[config.mk]
export PLATFORM = sky130hd
export DESIGN_NAME = lsu_top
export DESIGN_NICKNAME = d
export VERILOG_FILES = /design/src/lsu_pkg.sv /design/src/lsu_align.sv /design/src/lsu_load_unit.sv /design/src/lsu_mem_arbiter.sv /design/src/lsu_store_queue.sv /design/src/lsu_top.sv
export VERILOG_INCLUDE_DIRS = /design/src
export SDC_FILE = /design/constraint.sdc
export NUM_CORES = 2
export LEC_CHECK = 0
export BUFFER_PORTS_ARGS = -buffer_cell sky130_fd_sc_hd__buf_4
export CAP_MARGIN = 10
export CORE_MARGIN = 2
export CORE_UTILIZATION = 50
export CTS_CLUSTER_DIAMETER = 150
export DETAILED_ROUTE_END_ITERATION = 10
export PLACE_DENSITY = 0.67
export SYNTH_ARGS = -nofsm -noshare
export SYNTH_HDL_FRONTEND = slang
export SYNTH_HIERARCHICAL = 1
export SYNTH_SLANG_ARGS = --single-unit
export TNS_END_PERCENT = 30
[constraint.sdc]
create_clock -name clk -period 15.5 [get_ports clk]
set_input_delay 0.775 -clock clk [delete_from_list [all_inputs] [get_ports clk]]
set_output_delay 0.775 -clock clk [all_outputs]
set_load 0.05 [all_outputs]
[src/lsu_defs.svh]
/*
 * Load-store unit widths and sizes.
 * Word, address, strobe and store queue dimensions shared by the design.
 */

`ifndef LSU_DEFS_SVH
`define LSU_DEFS_SVH

// one data word
`define LSU_DATA_W 64

// byte address
`define LSU_ADDR_W 32

// bytes per word, one strobe bit each
`define LSU_STRB_W 8

// byte offset inside a word
`define LSU_OFS_W 3

// store queue entries and pointer width
`define LSU_SQ_DEPTH 8
`define LSU_SQ_IDX_W 3

`endif

[src/lsu_pkg.sv]
/*
 * Load-store unit types.
 * Vector types for addresses, data and strobes, plus the access size and
 * load FSM state encodings.
 */

`include "lsu_defs.svh"

package lsu_pkg;

    typedef logic [`LSU_ADDR_W-1:0]            addr_t;      // byte address
    typedef logic [`LSU_ADDR_W-`LSU_OFS_W-1:0] word_addr_t; // word-aligned address
    typedef logic [`LSU_DATA_W-1:0]            data_t;
    typedef logic [`LSU_STRB_W-1:0]            strb_t;      // byte enables
    typedef logic [`LSU_SQ_IDX_W-1:0]          sq_idx_t;    // store queue pointer

    // access size, log2 of the byte count
    typedef enum logic [1:0] {sz_byte, sz_half, sz_word, sz_double} size_t;

    typedef enum logic [2:0] {
        ld_idle,
        ld_check,
        ld_wait,
        ld_mem,
        ld_resp
    } load_state_t;

endpackage

[src/lsu_align.sv]
/*
 * Access alignment.
 * Builds the byte strobe for an access size at a word offset and moves
 * right-aligned store data into its byte lanes.
 */

`include "lsu_defs.svh"

module lsu_align (
    input  lsu_pkg::size_t         size,
    input  logic [`LSU_OFS_W-1:0]  offset,
    input  lsu_pkg::data_t         wdata,
    output lsu_pkg::strb_t         strb,
    output lsu_pkg::data_t         wdata_aligned
);

    lsu_pkg::strb_t base_strb; // mask at offset zero

    always_comb begin
        case (size)
            lsu_pkg::sz_byte: base_strb = 8'b0000_0001;
            lsu_pkg::sz_half: base_strb = 8'b0000_0011;
            lsu_pkg::sz_word: base_strb = 8'b0000_1111;
            default:          base_strb = 8'b1111_1111;
        endcase
    end

    assign strb = base_strb << offset;

    // offset in bytes, shift in bits
    assign wdata_aligned = wdata << {offset, 3'b000};

endmodule

[src/lsu_load_unit.sv]
/*
 * Load unit.
 * Single in-flight load. Checks the store queue, forwards a covering store,
 * waits out partial overlaps or reads memory, then returns aligned data.
 */

`include "lsu_defs.svh"

module lsu_load_unit (
    input  logic                clk,
    input  logic                rst,
    input  logic                start,
    input  lsu_pkg::addr_t      addr,
    input  lsu_pkg::size_t      size,
    input  lsu_pkg::strb_t      strb,
    output logic                busy,
    output lsu_pkg::word_addr_t lookup_addr,
    output lsu_pkg::strb_t      lookup_strb,
    input  logic                overlap,
    input  logic                fwd_hit,
    input  lsu_pkg::data_t      fwd_data,
    output logic                rd_req,
    output lsu_pkg::word_addr_t rd_addr,
    input  logic                rd_ack,
    input  lsu_pkg::data_t      rd_data,
    output logic                load_valid,
    output lsu_pkg::data_t      load_data
);

    lsu_pkg::load_state_t state;
    lsu_pkg::addr_t       addr_q;
    lsu_pkg::size_t       size_q;
    lsu_pkg::strb_t       strb_q;
    lsu_pkg::data_t       word_q; // full word, forwarded or read
    lsu_pkg::data_t       size_mask;

    always_ff @(posedge clk) begin
        if (rst) begin
            state <= lsu_pkg::ld_idle;
        end else begin
            case (state)
                lsu_pkg::ld_idle:  if (start) state <= lsu_pkg::ld_check;
                lsu_pkg::ld_check: begin
                    if (fwd_hit)      state <= lsu_pkg::ld_resp;
                    else if (overlap) state <= lsu_pkg::ld_wait; // partial cover
                    else              state <= lsu_pkg::ld_mem;
                end
                lsu_pkg::ld_wait:  if (!overlap) state <= lsu_pkg::ld_mem;
                lsu_pkg::ld_mem:   if (rd_ack) state <= lsu_pkg::ld_resp;
                default:           state <= lsu_pkg::ld_idle;
            endcase
        end
    end

    always_ff @(posedge clk) begin
        if (state == lsu_pkg::ld_idle && start) begin
            addr_q <= addr;
            size_q <= size;
            strb_q <= strb;
        end
        if (state == lsu_pkg::ld_check && fwd_hit) word_q <= fwd_data;
        if (state == lsu_pkg::ld_mem && rd_ack)    word_q <= rd_data;
    end

    assign busy        = state != lsu_pkg::ld_idle;
    assign lookup_addr = addr_q[`LSU_ADDR_W-1:`LSU_OFS_W];
    assign lookup_strb = strb_q;
    assign rd_req      = state == lsu_pkg::ld_mem;
    assign rd_addr     = addr_q[`LSU_ADDR_W-1:`LSU_OFS_W];

    always_comb begin
        case (size_q)
            lsu_pkg::sz_byte: size_mask = 64'h0000_0000_0000_00ff;
            lsu_pkg::sz_half: size_mask = 64'h0000_0000_0000_ffff;
            lsu_pkg::sz_word: size_mask = 64'h0000_0000_ffff_ffff;
            default:          size_mask = '1;
        endcase
    end

    assign load_valid = state == lsu_pkg::ld_resp;
    assign load_data  = (word_q >> {addr_q[`LSU_OFS_W-1:0], 3'b000}) & size_mask; // zero-extend

endmodule

[src/lsu_mem_arbiter.sv]
/*
 * Memory port arbiter.
 * Shares one memory port between load reads and store drain. Loads win
 * when idle; a started request keeps the port until mem_ack.
 */

module lsu_mem_arbiter (
    input  logic                clk,
    input  logic                rst,
    input  logic                rd_req,
    input  lsu_pkg::word_addr_t rd_addr,
    output logic                rd_ack,
    output lsu_pkg::data_t      rd_data,
    input  logic                drain_req,
    input  lsu_pkg::word_addr_t drain_addr,
    input  lsu_pkg::strb_t      drain_strb,
    input  lsu_pkg::data_t      drain_wdata,
    output logic                drain_ack,
    output logic                mem_req,
    output logic                mem_we,
    output lsu_pkg::word_addr_t mem_addr,
    output lsu_pkg::strb_t      mem_strb,
    output lsu_pkg::data_t      mem_wdata,
    input  logic                mem_ack,
    input  lsu_pkg::data_t      mem_rdata
);

    logic locked;    // request outstanding
    logic locked_rd; // owner of the outstanding request
    logic sel_rd;

    assign sel_rd = locked ? locked_rd : rd_req;

    assign mem_req   = sel_rd ? rd_req : drain_req;
    assign mem_we    = mem_req & ~sel_rd;
    assign mem_addr  = sel_rd ? rd_addr : drain_addr;
    assign mem_strb  = sel_rd ? '0 : drain_strb;
    assign mem_wdata = sel_rd ? '0 : drain_wdata;

    assign rd_ack    = mem_ack & sel_rd;
    assign drain_ack = mem_ack & ~sel_rd;
    assign rd_data   = mem_rdata;

    always_ff @(posedge clk) begin
        if (rst) begin
            locked    <= 1'b0;
            locked_rd <= 1'b0;
        end else if (mem_req && !mem_ack) begin
            locked    <= 1'b1;
            locked_rd <= sel_rd;
        end else if (mem_ack) begin
            locked <= 1'b0;
        end
    end

endmodule

[src/lsu_store_queue.sv]
/*
 * Store queue.
 * Circular in-order buffer of stores. Committed entries drain from the head
 * to memory one at a time, and loads search it for older overlapping stores.
 */

`include "lsu_defs.svh"

module lsu_store_queue (
    input  logic                clk,
    input  logic                rst,
    input  logic                alloc,
    input  lsu_pkg::word_addr_t alloc_addr,
    input  lsu_pkg::strb_t      alloc_strb,
    input  lsu_pkg::data_t      alloc_data,
    input  logic                commit,
    output logic                full,
    input  lsu_pkg::word_addr_t lookup_addr,
    input  lsu_pkg::strb_t      lookup_strb,
    output logic                overlap,
    output logic                fwd_hit,
    output lsu_pkg::data_t      fwd_data,
    output logic                drain_req,
    output lsu_pkg::word_addr_t drain_addr,
    output lsu_pkg::strb_t      drain_strb,
    output lsu_pkg::data_t      drain_wdata,
    input  logic                drain_ack
);

    lsu_pkg::sq_idx_t head; // oldest entry
    lsu_pkg::sq_idx_t cmt;  // oldest uncommitted entry
    lsu_pkg::sq_idx_t tail; // next free slot

    logic [`LSU_SQ_DEPTH-1:0] valid;
    logic [`LSU_SQ_DEPTH-1:0] committed;

    lsu_pkg::word_addr_t sq_addr [`LSU_SQ_DEPTH];
    lsu_pkg::strb_t      sq_strb [`LSU_SQ_DEPTH];
    lsu_pkg::data_t      sq_data [`LSU_SQ_DEPTH];

    assign full = &valid;

    // head entry goes out once committed
    assign drain_req   = valid[head] & committed[head];
    assign drain_addr  = sq_addr[head];
    assign drain_strb  = sq_strb[head];
    assign drain_wdata = sq_data[head];

    always_ff @(posedge clk) begin
        if (rst) begin
            head      <= '0;
            cmt       <= '0;
            tail      <= '0;
            valid     <= '0;
            committed <= '0;
        end else begin
            if (alloc) begin
                valid[tail]     <= 1'b1;
                committed[tail] <= 1'b0;
                tail            <= tail + 1'b1;
            end
            if (commit) begin
                committed[cmt] <= 1'b1;
                cmt            <= cmt + 1'b1;
            end
            if (drain_req && drain_ack) begin // entry written, free it
                valid[head]     <= 1'b0;
                committed[head] <= 1'b0;
                head            <= head + 1'b1;
            end
        end
    end

    always_ff @(posedge clk) begin
        if (alloc) begin
            sq_addr[tail] <= alloc_addr;
            sq_strb[tail] <= alloc_strb;
            sq_data[tail] <= alloc_data;
        end
    end

    // youngest-first search, the first match decides forwarding
    always_comb begin
        lsu_pkg::sq_idx_t idx;
        logic             found;

        found    = 1'b0;
        fwd_hit  = 1'b0;
        fwd_data = '0;
        for (int i = 0; i < `LSU_SQ_DEPTH; i++) begin
            idx = tail - lsu_pkg::sq_idx_t'(i + 1);
            if (!found && valid[idx] && sq_addr[idx] == lookup_addr
                    && |(sq_strb[idx] & lookup_strb)) begin
                found    = 1'b1;
                fwd_hit  = ~|(lookup_strb & ~sq_strb[idx]); // covers every load byte
                fwd_data = sq_data[idx];
            end
        end
        overlap = found;
    end

endmodule

[src/lsu_top.sv]
/*
 * Load-store unit top level.
 * Splits requests into store queue allocation or load start and joins the
 * load and drain traffic onto one memory port.
 */

`include "lsu_defs.svh"

module lsu_top (
    input  logic                clk,
    input  logic                rst,
    input  logic                req_valid,
    input  logic                req_store,
    input  lsu_pkg::size_t      req_size,
    input  lsu_pkg::addr_t      req_addr,
    input  lsu_pkg::data_t      req_wdata,
    output logic                req_ready,
    input  logic                commit,
    output logic                load_valid,
    output lsu_pkg::data_t      load_data,
    output logic                mem_req,
    output logic                mem_we,
    output lsu_pkg::word_addr_t mem_addr,
    output lsu_pkg::strb_t      mem_strb,
    output lsu_pkg::data_t      mem_wdata,
    input  logic                mem_ack,
    input  lsu_pkg::data_t      mem_rdata
);

    lsu_pkg::word_addr_t req_word; // word part of the request address
    lsu_pkg::strb_t      st_strb, ld_strb, lookup_strb, drain_strb;
    lsu_pkg::data_t      st_wdata, fwd_data, drain_wdata, rd_data;
    lsu_pkg::word_addr_t lookup_addr, drain_addr, rd_addr;
    logic                busy, full, overlap, fwd_hit;
    logic                drain_req, drain_ack, rd_req, rd_ack;

    assign req_word  = req_addr[`LSU_ADDR_W-1:`LSU_OFS_W];
    assign req_ready = ~busy & ~full;

    lsu_align u_st_align (
        .size(req_size), .offset(req_addr[`LSU_OFS_W-1:0]), .wdata(req_wdata),
        .strb(st_strb), .wdata_aligned(st_wdata)
    );

    lsu_align u_ld_align ( // load only needs the strobe
        .size(req_size), .offset(req_addr[`LSU_OFS_W-1:0]), .wdata('0),
        .strb(ld_strb), .wdata_aligned()
    );

    lsu_store_queue u_sq (
        .clk(clk), .rst(rst),
        .alloc(req_valid & req_store), .alloc_addr(req_word),
        .alloc_strb(st_strb), .alloc_data(st_wdata),
        .commit(commit), .full(full),
        .lookup_addr(lookup_addr), .lookup_strb(lookup_strb),
        .overlap(overlap), .fwd_hit(fwd_hit), .fwd_data(fwd_data),
        .drain_req(drain_req), .drain_addr(drain_addr), .drain_strb(drain_strb),
        .drain_wdata(drain_wdata), .drain_ack(drain_ack)
    );

    lsu_load_unit u_ld (
        .clk(clk), .rst(rst),
        .start(req_valid & ~req_store), .addr(req_addr), .size(req_size), .strb(ld_strb),
        .busy(busy), .lookup_addr(lookup_addr), .lookup_strb(lookup_strb),
        .overlap(overlap), .fwd_hit(fwd_hit), .fwd_data(fwd_data),
        .rd_req(rd_req), .rd_addr(rd_addr), .rd_ack(rd_ack), .rd_data(rd_data),
        .load_valid(load_valid), .load_data(load_data)
    );

    lsu_mem_arbiter u_arb (
        .clk(clk), .rst(rst),
        .rd_req(rd_req), .rd_addr(rd_addr), .rd_ack(rd_ack), .rd_data(rd_data),
        .drain_req(drain_req), .drain_addr(drain_addr), .drain_strb(drain_strb),
        .drain_wdata(drain_wdata), .drain_ack(drain_ack),
        .mem_req(mem_req), .mem_we(mem_we), .mem_addr(mem_addr), .mem_strb(mem_strb),
        .mem_wdata(mem_wdata), .mem_ack(mem_ack), .mem_rdata(mem_rdata)
    );

endmodule

; After elaboration in Yosys (flattened, before gate mapping)
; Memory sizes are Yosys's and may differ from the RTL's. A register that Yosys moved wholly into a read port is not among the register bits.
; Cells that the tools add are included.
[word_totals]
ff_bits = 136
ram_bits = 808
mem_count = 3
[memory_table]
columns = memory, depth, word_bits, read_ports, rd_ports_with_merged_regs, write_ports, line
row1 = u_sq.sq_data, 8, 64, 9, 2, 1, lsu_store_queue.sv:39  ; lsu_pkg::data_t sq_data [`LSU_SQ_DEPTH];
row2 = u_sq.sq_addr, 8, 29, 9, 2, 1, lsu_store_queue.sv:37  ; lsu_pkg::word_addr_t sq_addr [`LSU_SQ_DEPTH];
row3 = u_sq.sq_strb, 8, 8, 9, 2, 1, lsu_store_queue.sv:38  ; lsu_pkg::strb_t sq_strb [`LSU_SQ_DEPTH];
[classes]
addsub = 10
magnitude_cmp = 13
eq_ne = 19
shift = 3
n_mux = 89
bitwise = 43
reduce_logical = 71
[ops]
columns = cell, n
row1 = $mux 64, 11
row2 = $eq 29x29->1, 8
row3 = $pmux 64 s3, 1
row4 = $and 8x8->8, 19
row5 = $reduce_or 8->1, 16
row6 = $not 8->8, 10
row7 = $mux 8, 9
row8 = $and 64x64->64, 1
row9 = $shl 64x6->64, 1
row10 = $shr 64x6->64, 1
row11 = $mux 3, 16
row12 = $lt 3x4->1 const B, 10
row13 = $mux 1, 36
row14 = $logic_and 1x1->1, 31
row15 = $bmux 1 s3, 10
row16 = $mux 29, 1
row17 = $pmux 8 s3, 1
row18 = $logic_not 1->1, 16
row19 = $or 8x8->8, 2
row20 = $pmux 3 s4, 1
row21 = $sub 3x3->3 const B, 4
row22 = $add 3x1->3 const B, 3
row23 = $demux 1 s3, 3
row24 = $ge 3x1->1 const B, 3
row25 = 18 further kinds, 34

; Longest topological paths before layout
[depth]
ltp_word = 44
depth_mapped = 30

; Hierarchy
; The synthesis kept the hierarchy.
[modules_own_cells]
columns = module, instances, cells_each, area_each_um2
row1 = lsu_store_queue, 1, 5757, 75797.7
row2 = lsu_load_unit, 1, 494, 6542.5
row3 = lsu_align, 2, 259, 2072.0
row4 = lsu_mem_arbiter, 1, 191, 1458.9
row5 = lsu_top, 1, 4, 23.8

; Least setup slack after synthesis
; Ideal clock, no wire load.
[synth_timing]
path_type = register to register
startpoint = reg u_sq.tail[0]
endpoint = reg u_ld.word_q[0] (enable)
arrival_time_ns = 7.958
t_required_ns = 15.014
slack_ns = 7.056
path_stages_with_launch = 28
path_buffers = 13
period_less_slack_ns = 8.444
path_cell_list = dfxtp_1 > buf_6 > buf_12 > buf_12 > inv_2 > buf_6 > buf_6 > buf_6 > buf_6 > buf_4 > ha_1 > buf_6 > buf_2 > buf_2 > mux4_2 > xnor2_1 > nand3_1 > a2111oi_0 > nand4_1 > or2_1 > buf_2 > buf_4 > nand2b_1 > o311ai_1 > o21ai_1 > a311oi_1 > mux2i_1 > nor2_1
[synth_via]
elab_chain_len = 43
word_cells_on_any_way = 121
classes_between = add/sub (7) / eq/ne (7) / mux (31) / bitwise (21) / reduce/logical (53) / memory (2)
[synth_lines]
columns = item, line
row1 = from (decl), lsu_store_queue.sv:32  ; lsu_pkg::sq_idx_t tail;
row2 = from (signal assigned), lsu_store_queue.sv:60  ; tail <= tail + 1'b1;
row3 = $sub 3x1->3, lsu_store_queue.sv:91  ; idx = tail - lsu_pkg::sq_idx_t'(i + 1);
row4 = $mem_v2 8x29 (tied with other cells), -
row5 = $eq 29x29->1 (tied with other cells), lsu_store_queue.sv:92  ; if (!found && valid[idx] && sq_addr[idx] == lookup_addr
row6 = $logic_and 1x1->1 / $reduce_or 8->1 (equally long branches), "lsu_store_queue.sv:92, lsu_store_queue.sv:93"
row7 = $logic_and 1x1->1, lsu_store_queue.sv:93  ; && |(sq_strb[idx] & lookup_strb)) begin
row8 = $mux 1, lsu_store_queue.sv:92
row9 = $logic_not 1->1, lsu_store_queue.sv:92
row10 = $logic_and 1x1->1 (2 in series), lsu_store_queue.sv:92
row11 = [... 26 more ...], -
row12 = $mux 1, lsu_store_queue.sv:92
row13 = $logic_not 1->1, lsu_store_queue.sv:92
row14 = $logic_and 1x1->1 (2 in series), lsu_store_queue.sv:92
row15 = $logic_and 1x1->1, lsu_store_queue.sv:93
row16 = $mux 1 *, lsu_store_queue.sv:92
row17 = net fwd_hit, lsu_top.sv:34  ; logic busy, full, overlap, fwd_hit;
row18 = $logic_and 1x1->1 *, lsu_load_unit.sv:61  ; if (state == lsu_pkg::ld_check && fwd_hit) word_q <= fwd_data;
row19 = $reduce_bool 2->1 (no source line) *, -
row20 = to (signal assigned), lsu_load_unit.sv:61
row21 = to (signal assigned), lsu_load_unit.sv:62  ; if (state == lsu_pkg::ld_mem && rd_ack) word_q <= rd_data;
row22 = to (decl), lsu_load_unit.sv:34  ; lsu_pkg::data_t word_q;
; The timed path passes the listed nets; every way through them passes the cells marked *. The select of a mux whose other input is x is not followed.
; A chain may end at the register's enable or synchronous reset.

; Worst setup path after layout
[layout_timing]
startpoint = reg u_sq.tail[1]
endpoint = reg u_ld.word_q[33] (enable)
; The elaborated chain is that of the path after synthesis.

==> summary.md <==
| Metric | Value |
|---|---|
| Sequential share of power | `0.396` |
| Status | `finished clean` |
| Post-DR wirelength/cell | `36.8 µm` |
| Initial DRC count | `12784` |
| Final GP Congestion | `1.05` |
| Setup_tns | `0 ps` |
| Initial core utilization | `0.503` |
| Critical path destination | `u_ld/word_q[33]` |
| Power Density | `80.7 nW/µm²` |
| Initial antenna violation count | `23` |
| Final period util | `0.660` |
| Hold Path Class | `input port to flop` |
| Switching Share | `0.306` |
| Final setup vio count | `0` |
| Core area | `171000 µm²` |
| Psw | `2.27 mW` |
| Die height | `419 µm` |
| Reg2Reg Depth | `19` |
| RSZ-0062 raised after global routing | `false` |
| Critical Path AT | `10690 ps` |
| First-pass GRT wire length | `468000 µm` |
| Setup CP Type | `flop to flop` |
| Row count | `152` |
| CTS Hold Bufs | `0` |
| PnR worst setup slack | `5280 ps` |
| Final Hold Vio Count | `0` |
| Layout cell share with drive strength beyond 1 | `0.340` |
| Clk Tree Root Cell | `clkbuf_16` |
| Average vias per placed instance | `7.76` |
| CP max FO | `68` |
| Clock Skew | `106 ps` |
| Die area | `176000 µm²` |
| Logic gate share of total power | `0.238` |
| Via count | `69048` |
| Worst VDD drop | `0.0953 mV` |
| Fill cells | `13947` |
| Leakage power | `29.4 nW` |
| DRC violations left | `0` |
| Post-CTS setup buffers | `0` |
| H-tree depth | `3` |
| Grt ovf | `0` |
| Post-layout net count | `6662` |
| Pre-CTS WS | `5350 ps` |
| Pin count of the biggest net entering global routing | `164` |
| Max-capacitance violation count | `0` |
| Crit path required time | `15960 ps` |
| Reg clk slew, reported paths | `60 ps` |
| CTS tree | `yes` |
| Startpoint types | `flop` |
| R2r endpoint | `u_ld/word_q[33]` |
| WL final | `327000 µm` |
| Worst setup path startpoint | `u_sq/tail[1]` |
| Final ANT Viol Nets | `0` |
| Syn nets | `6923` |
| Detailed Routing Iterations Pass 1 | `6` |
| Syn-to-layout area delta | `6.85%` |
| Die width | `419 µm` |
| Worst R2R Start | `u_sq/tail[1]` |
| PostCTS Resize Cnt | `0` |
| Max-slew violations | `0` |
| YS warnings | `6` |
| Clock Latency Late Sink | `820 ps` |
| FMAX | `97.8 MHz` |
| Vias in the first global route | `64260` |
| Hpwl dp | `210000 µm` |
| Hold_ws | `233 ps` |
| Internal | `5.16 mW` |
| Slew margin rel. | `0.0879` |
| Worst Tran Pin Value | `1360 ps` |
| Syn Inst Count | `6747` |
| Synthesized area per cell | `12.8 µm²` |
| GRT Total Usage | `0.365` |
| Min Tclk post-route | `10220 ps` |
| Clock sink count | `950` |
| Io pins | `337` |
| Mapped Area | `86200 µm²` |
| CTS Buf Count | `106` |
| Input/output buffers | `336` |
| Critical path endpoint category | `flop` |
| R2R Setup Slk | `5280 ps` |
| CTS max path bufs | `3` |
| Clock share of power | `0.366` |
-- power groups by stage --
stage                     Combinational [mW]  Sequential, mW  Clock, mW
after CTS                               1.73            2.94       2.74
after global placement                  1.71            2.99          0
final                                   1.77            2.94       2.72
after detailed placement                1.72            2.99          0
after floorplan                         1.31            2.94          0
after global routing                    1.84            2.95       2.84
-- worst min-delay path by stage --
stage / start / endpoint / cells past startpoint / slack, ps
2_1_floorplan: u_ld/state[2] / u_ld/state[1] / 1 / 450
4_1_cts: mem_ack / u_arb/locked / 2 / 190
3_5_place_dp: u_ld/state[2] / u_ld/state[1] / 1 / 520
3_3_place_gp: u_ld/state[2] / u_ld/state[0] / 1 / 510
5_1_grt: mem_ack / u_arb/locked / 2 / 230
6_report: mem_ack / u_arb/locked / 2 / 230
-- worst max-delay path, stage by stage (launching register included) --
cell      delay, ps
dfxtp_4         870
inv_4           570
ha_4           1130
buf_4           790
mux4_2          430
xnor2_1         400
or3b_2          490
a22o_1          200
a211oi_1        350
nand4_4         790
o21ai_4         320
buf_4           580
or4_4           290
or3b_4          650
nor2_1          150
a311oi_1        520
mux2i_1         220
nor2_4          120
buf_4           460
buf_16          360
-- metrics by stage --
| stage | area (µm²) | power [mW] | std cells | util |
|---|---|---|---|---|
| floorplan | 86200 | 4.25 | 6747 | - |
| global placement | 88200 | 4.70 | 8684 | 0.515 |
| detailed placement | 88300 | 4.71 | 8685 | 0.515 |
| CTS | 92000 | 7.40 | 8884 | 0.537 |
| global route | 92100 | 7.63 | 8887 | 0.537 |
| finish | 92100 | 7.43 | 8895 | 0.537 |
-- sequential cells by signal, summed over array words and instances, names as in the netlist, 8 cells and up, named ones only --
signal and cells:
u_ld/addr_q 32, u_sq/valid 8, u_ld/lookup_strb 8, u_sq/sq_addr 232
u_ld/word_q 64, u_sq/sq_strb 64, u_sq/sq_data 512, u_sq/committed 8
-- placed cells by master (no fill, tap or decap), types with 60 or more instances in the layout --
cell / n
mux4_2: 1247
edfxtp_1: 914
nand2_1: 890
mux2i_1: 517
buf_4: 457
nor2_1: 326
mux2_2: 218
xnor2_1: 169
and2_1: 157
o21ai_0: 146
o22ai_1: 111
nand3_1: 111
clkbuf_16: 106
a211oi_1: 102
a221oi_1: 90
a31oi_1: 79
o221ai_1: 71
xor2_1: 65
mux2_4: 60
o311a_1: 60
-- routing by layer --
layer	track usage	vias to the layer above	wire, µm
li1	-	26832	-
met1	0.492	34600	114000
met2	0.519	6476	140000
met3	0.140	1114	54700
met4	0.172	26	18300
met5	0	-	201
-- area by class of cell --
class / instances / area [µm²] / share of cell area
Multi-Input combinational cell: 4935 / 53500 / 0.581
Sequential cell: 950 / 28200 / 0.306
Timing Repair Buffer: 464 / 3560 / 0.0387
Tap cell: 2310 / 2890 / 0.0314
Clock buffer: 118 / 2700 / 0.0293
Clock inverter: 81 / 1050 / 0.0114
Inverter: 29 / 154 / 0.00167
Antenna cell: 8 / 20.0 / 0.000217
Power figures use the tool's default switching activity.
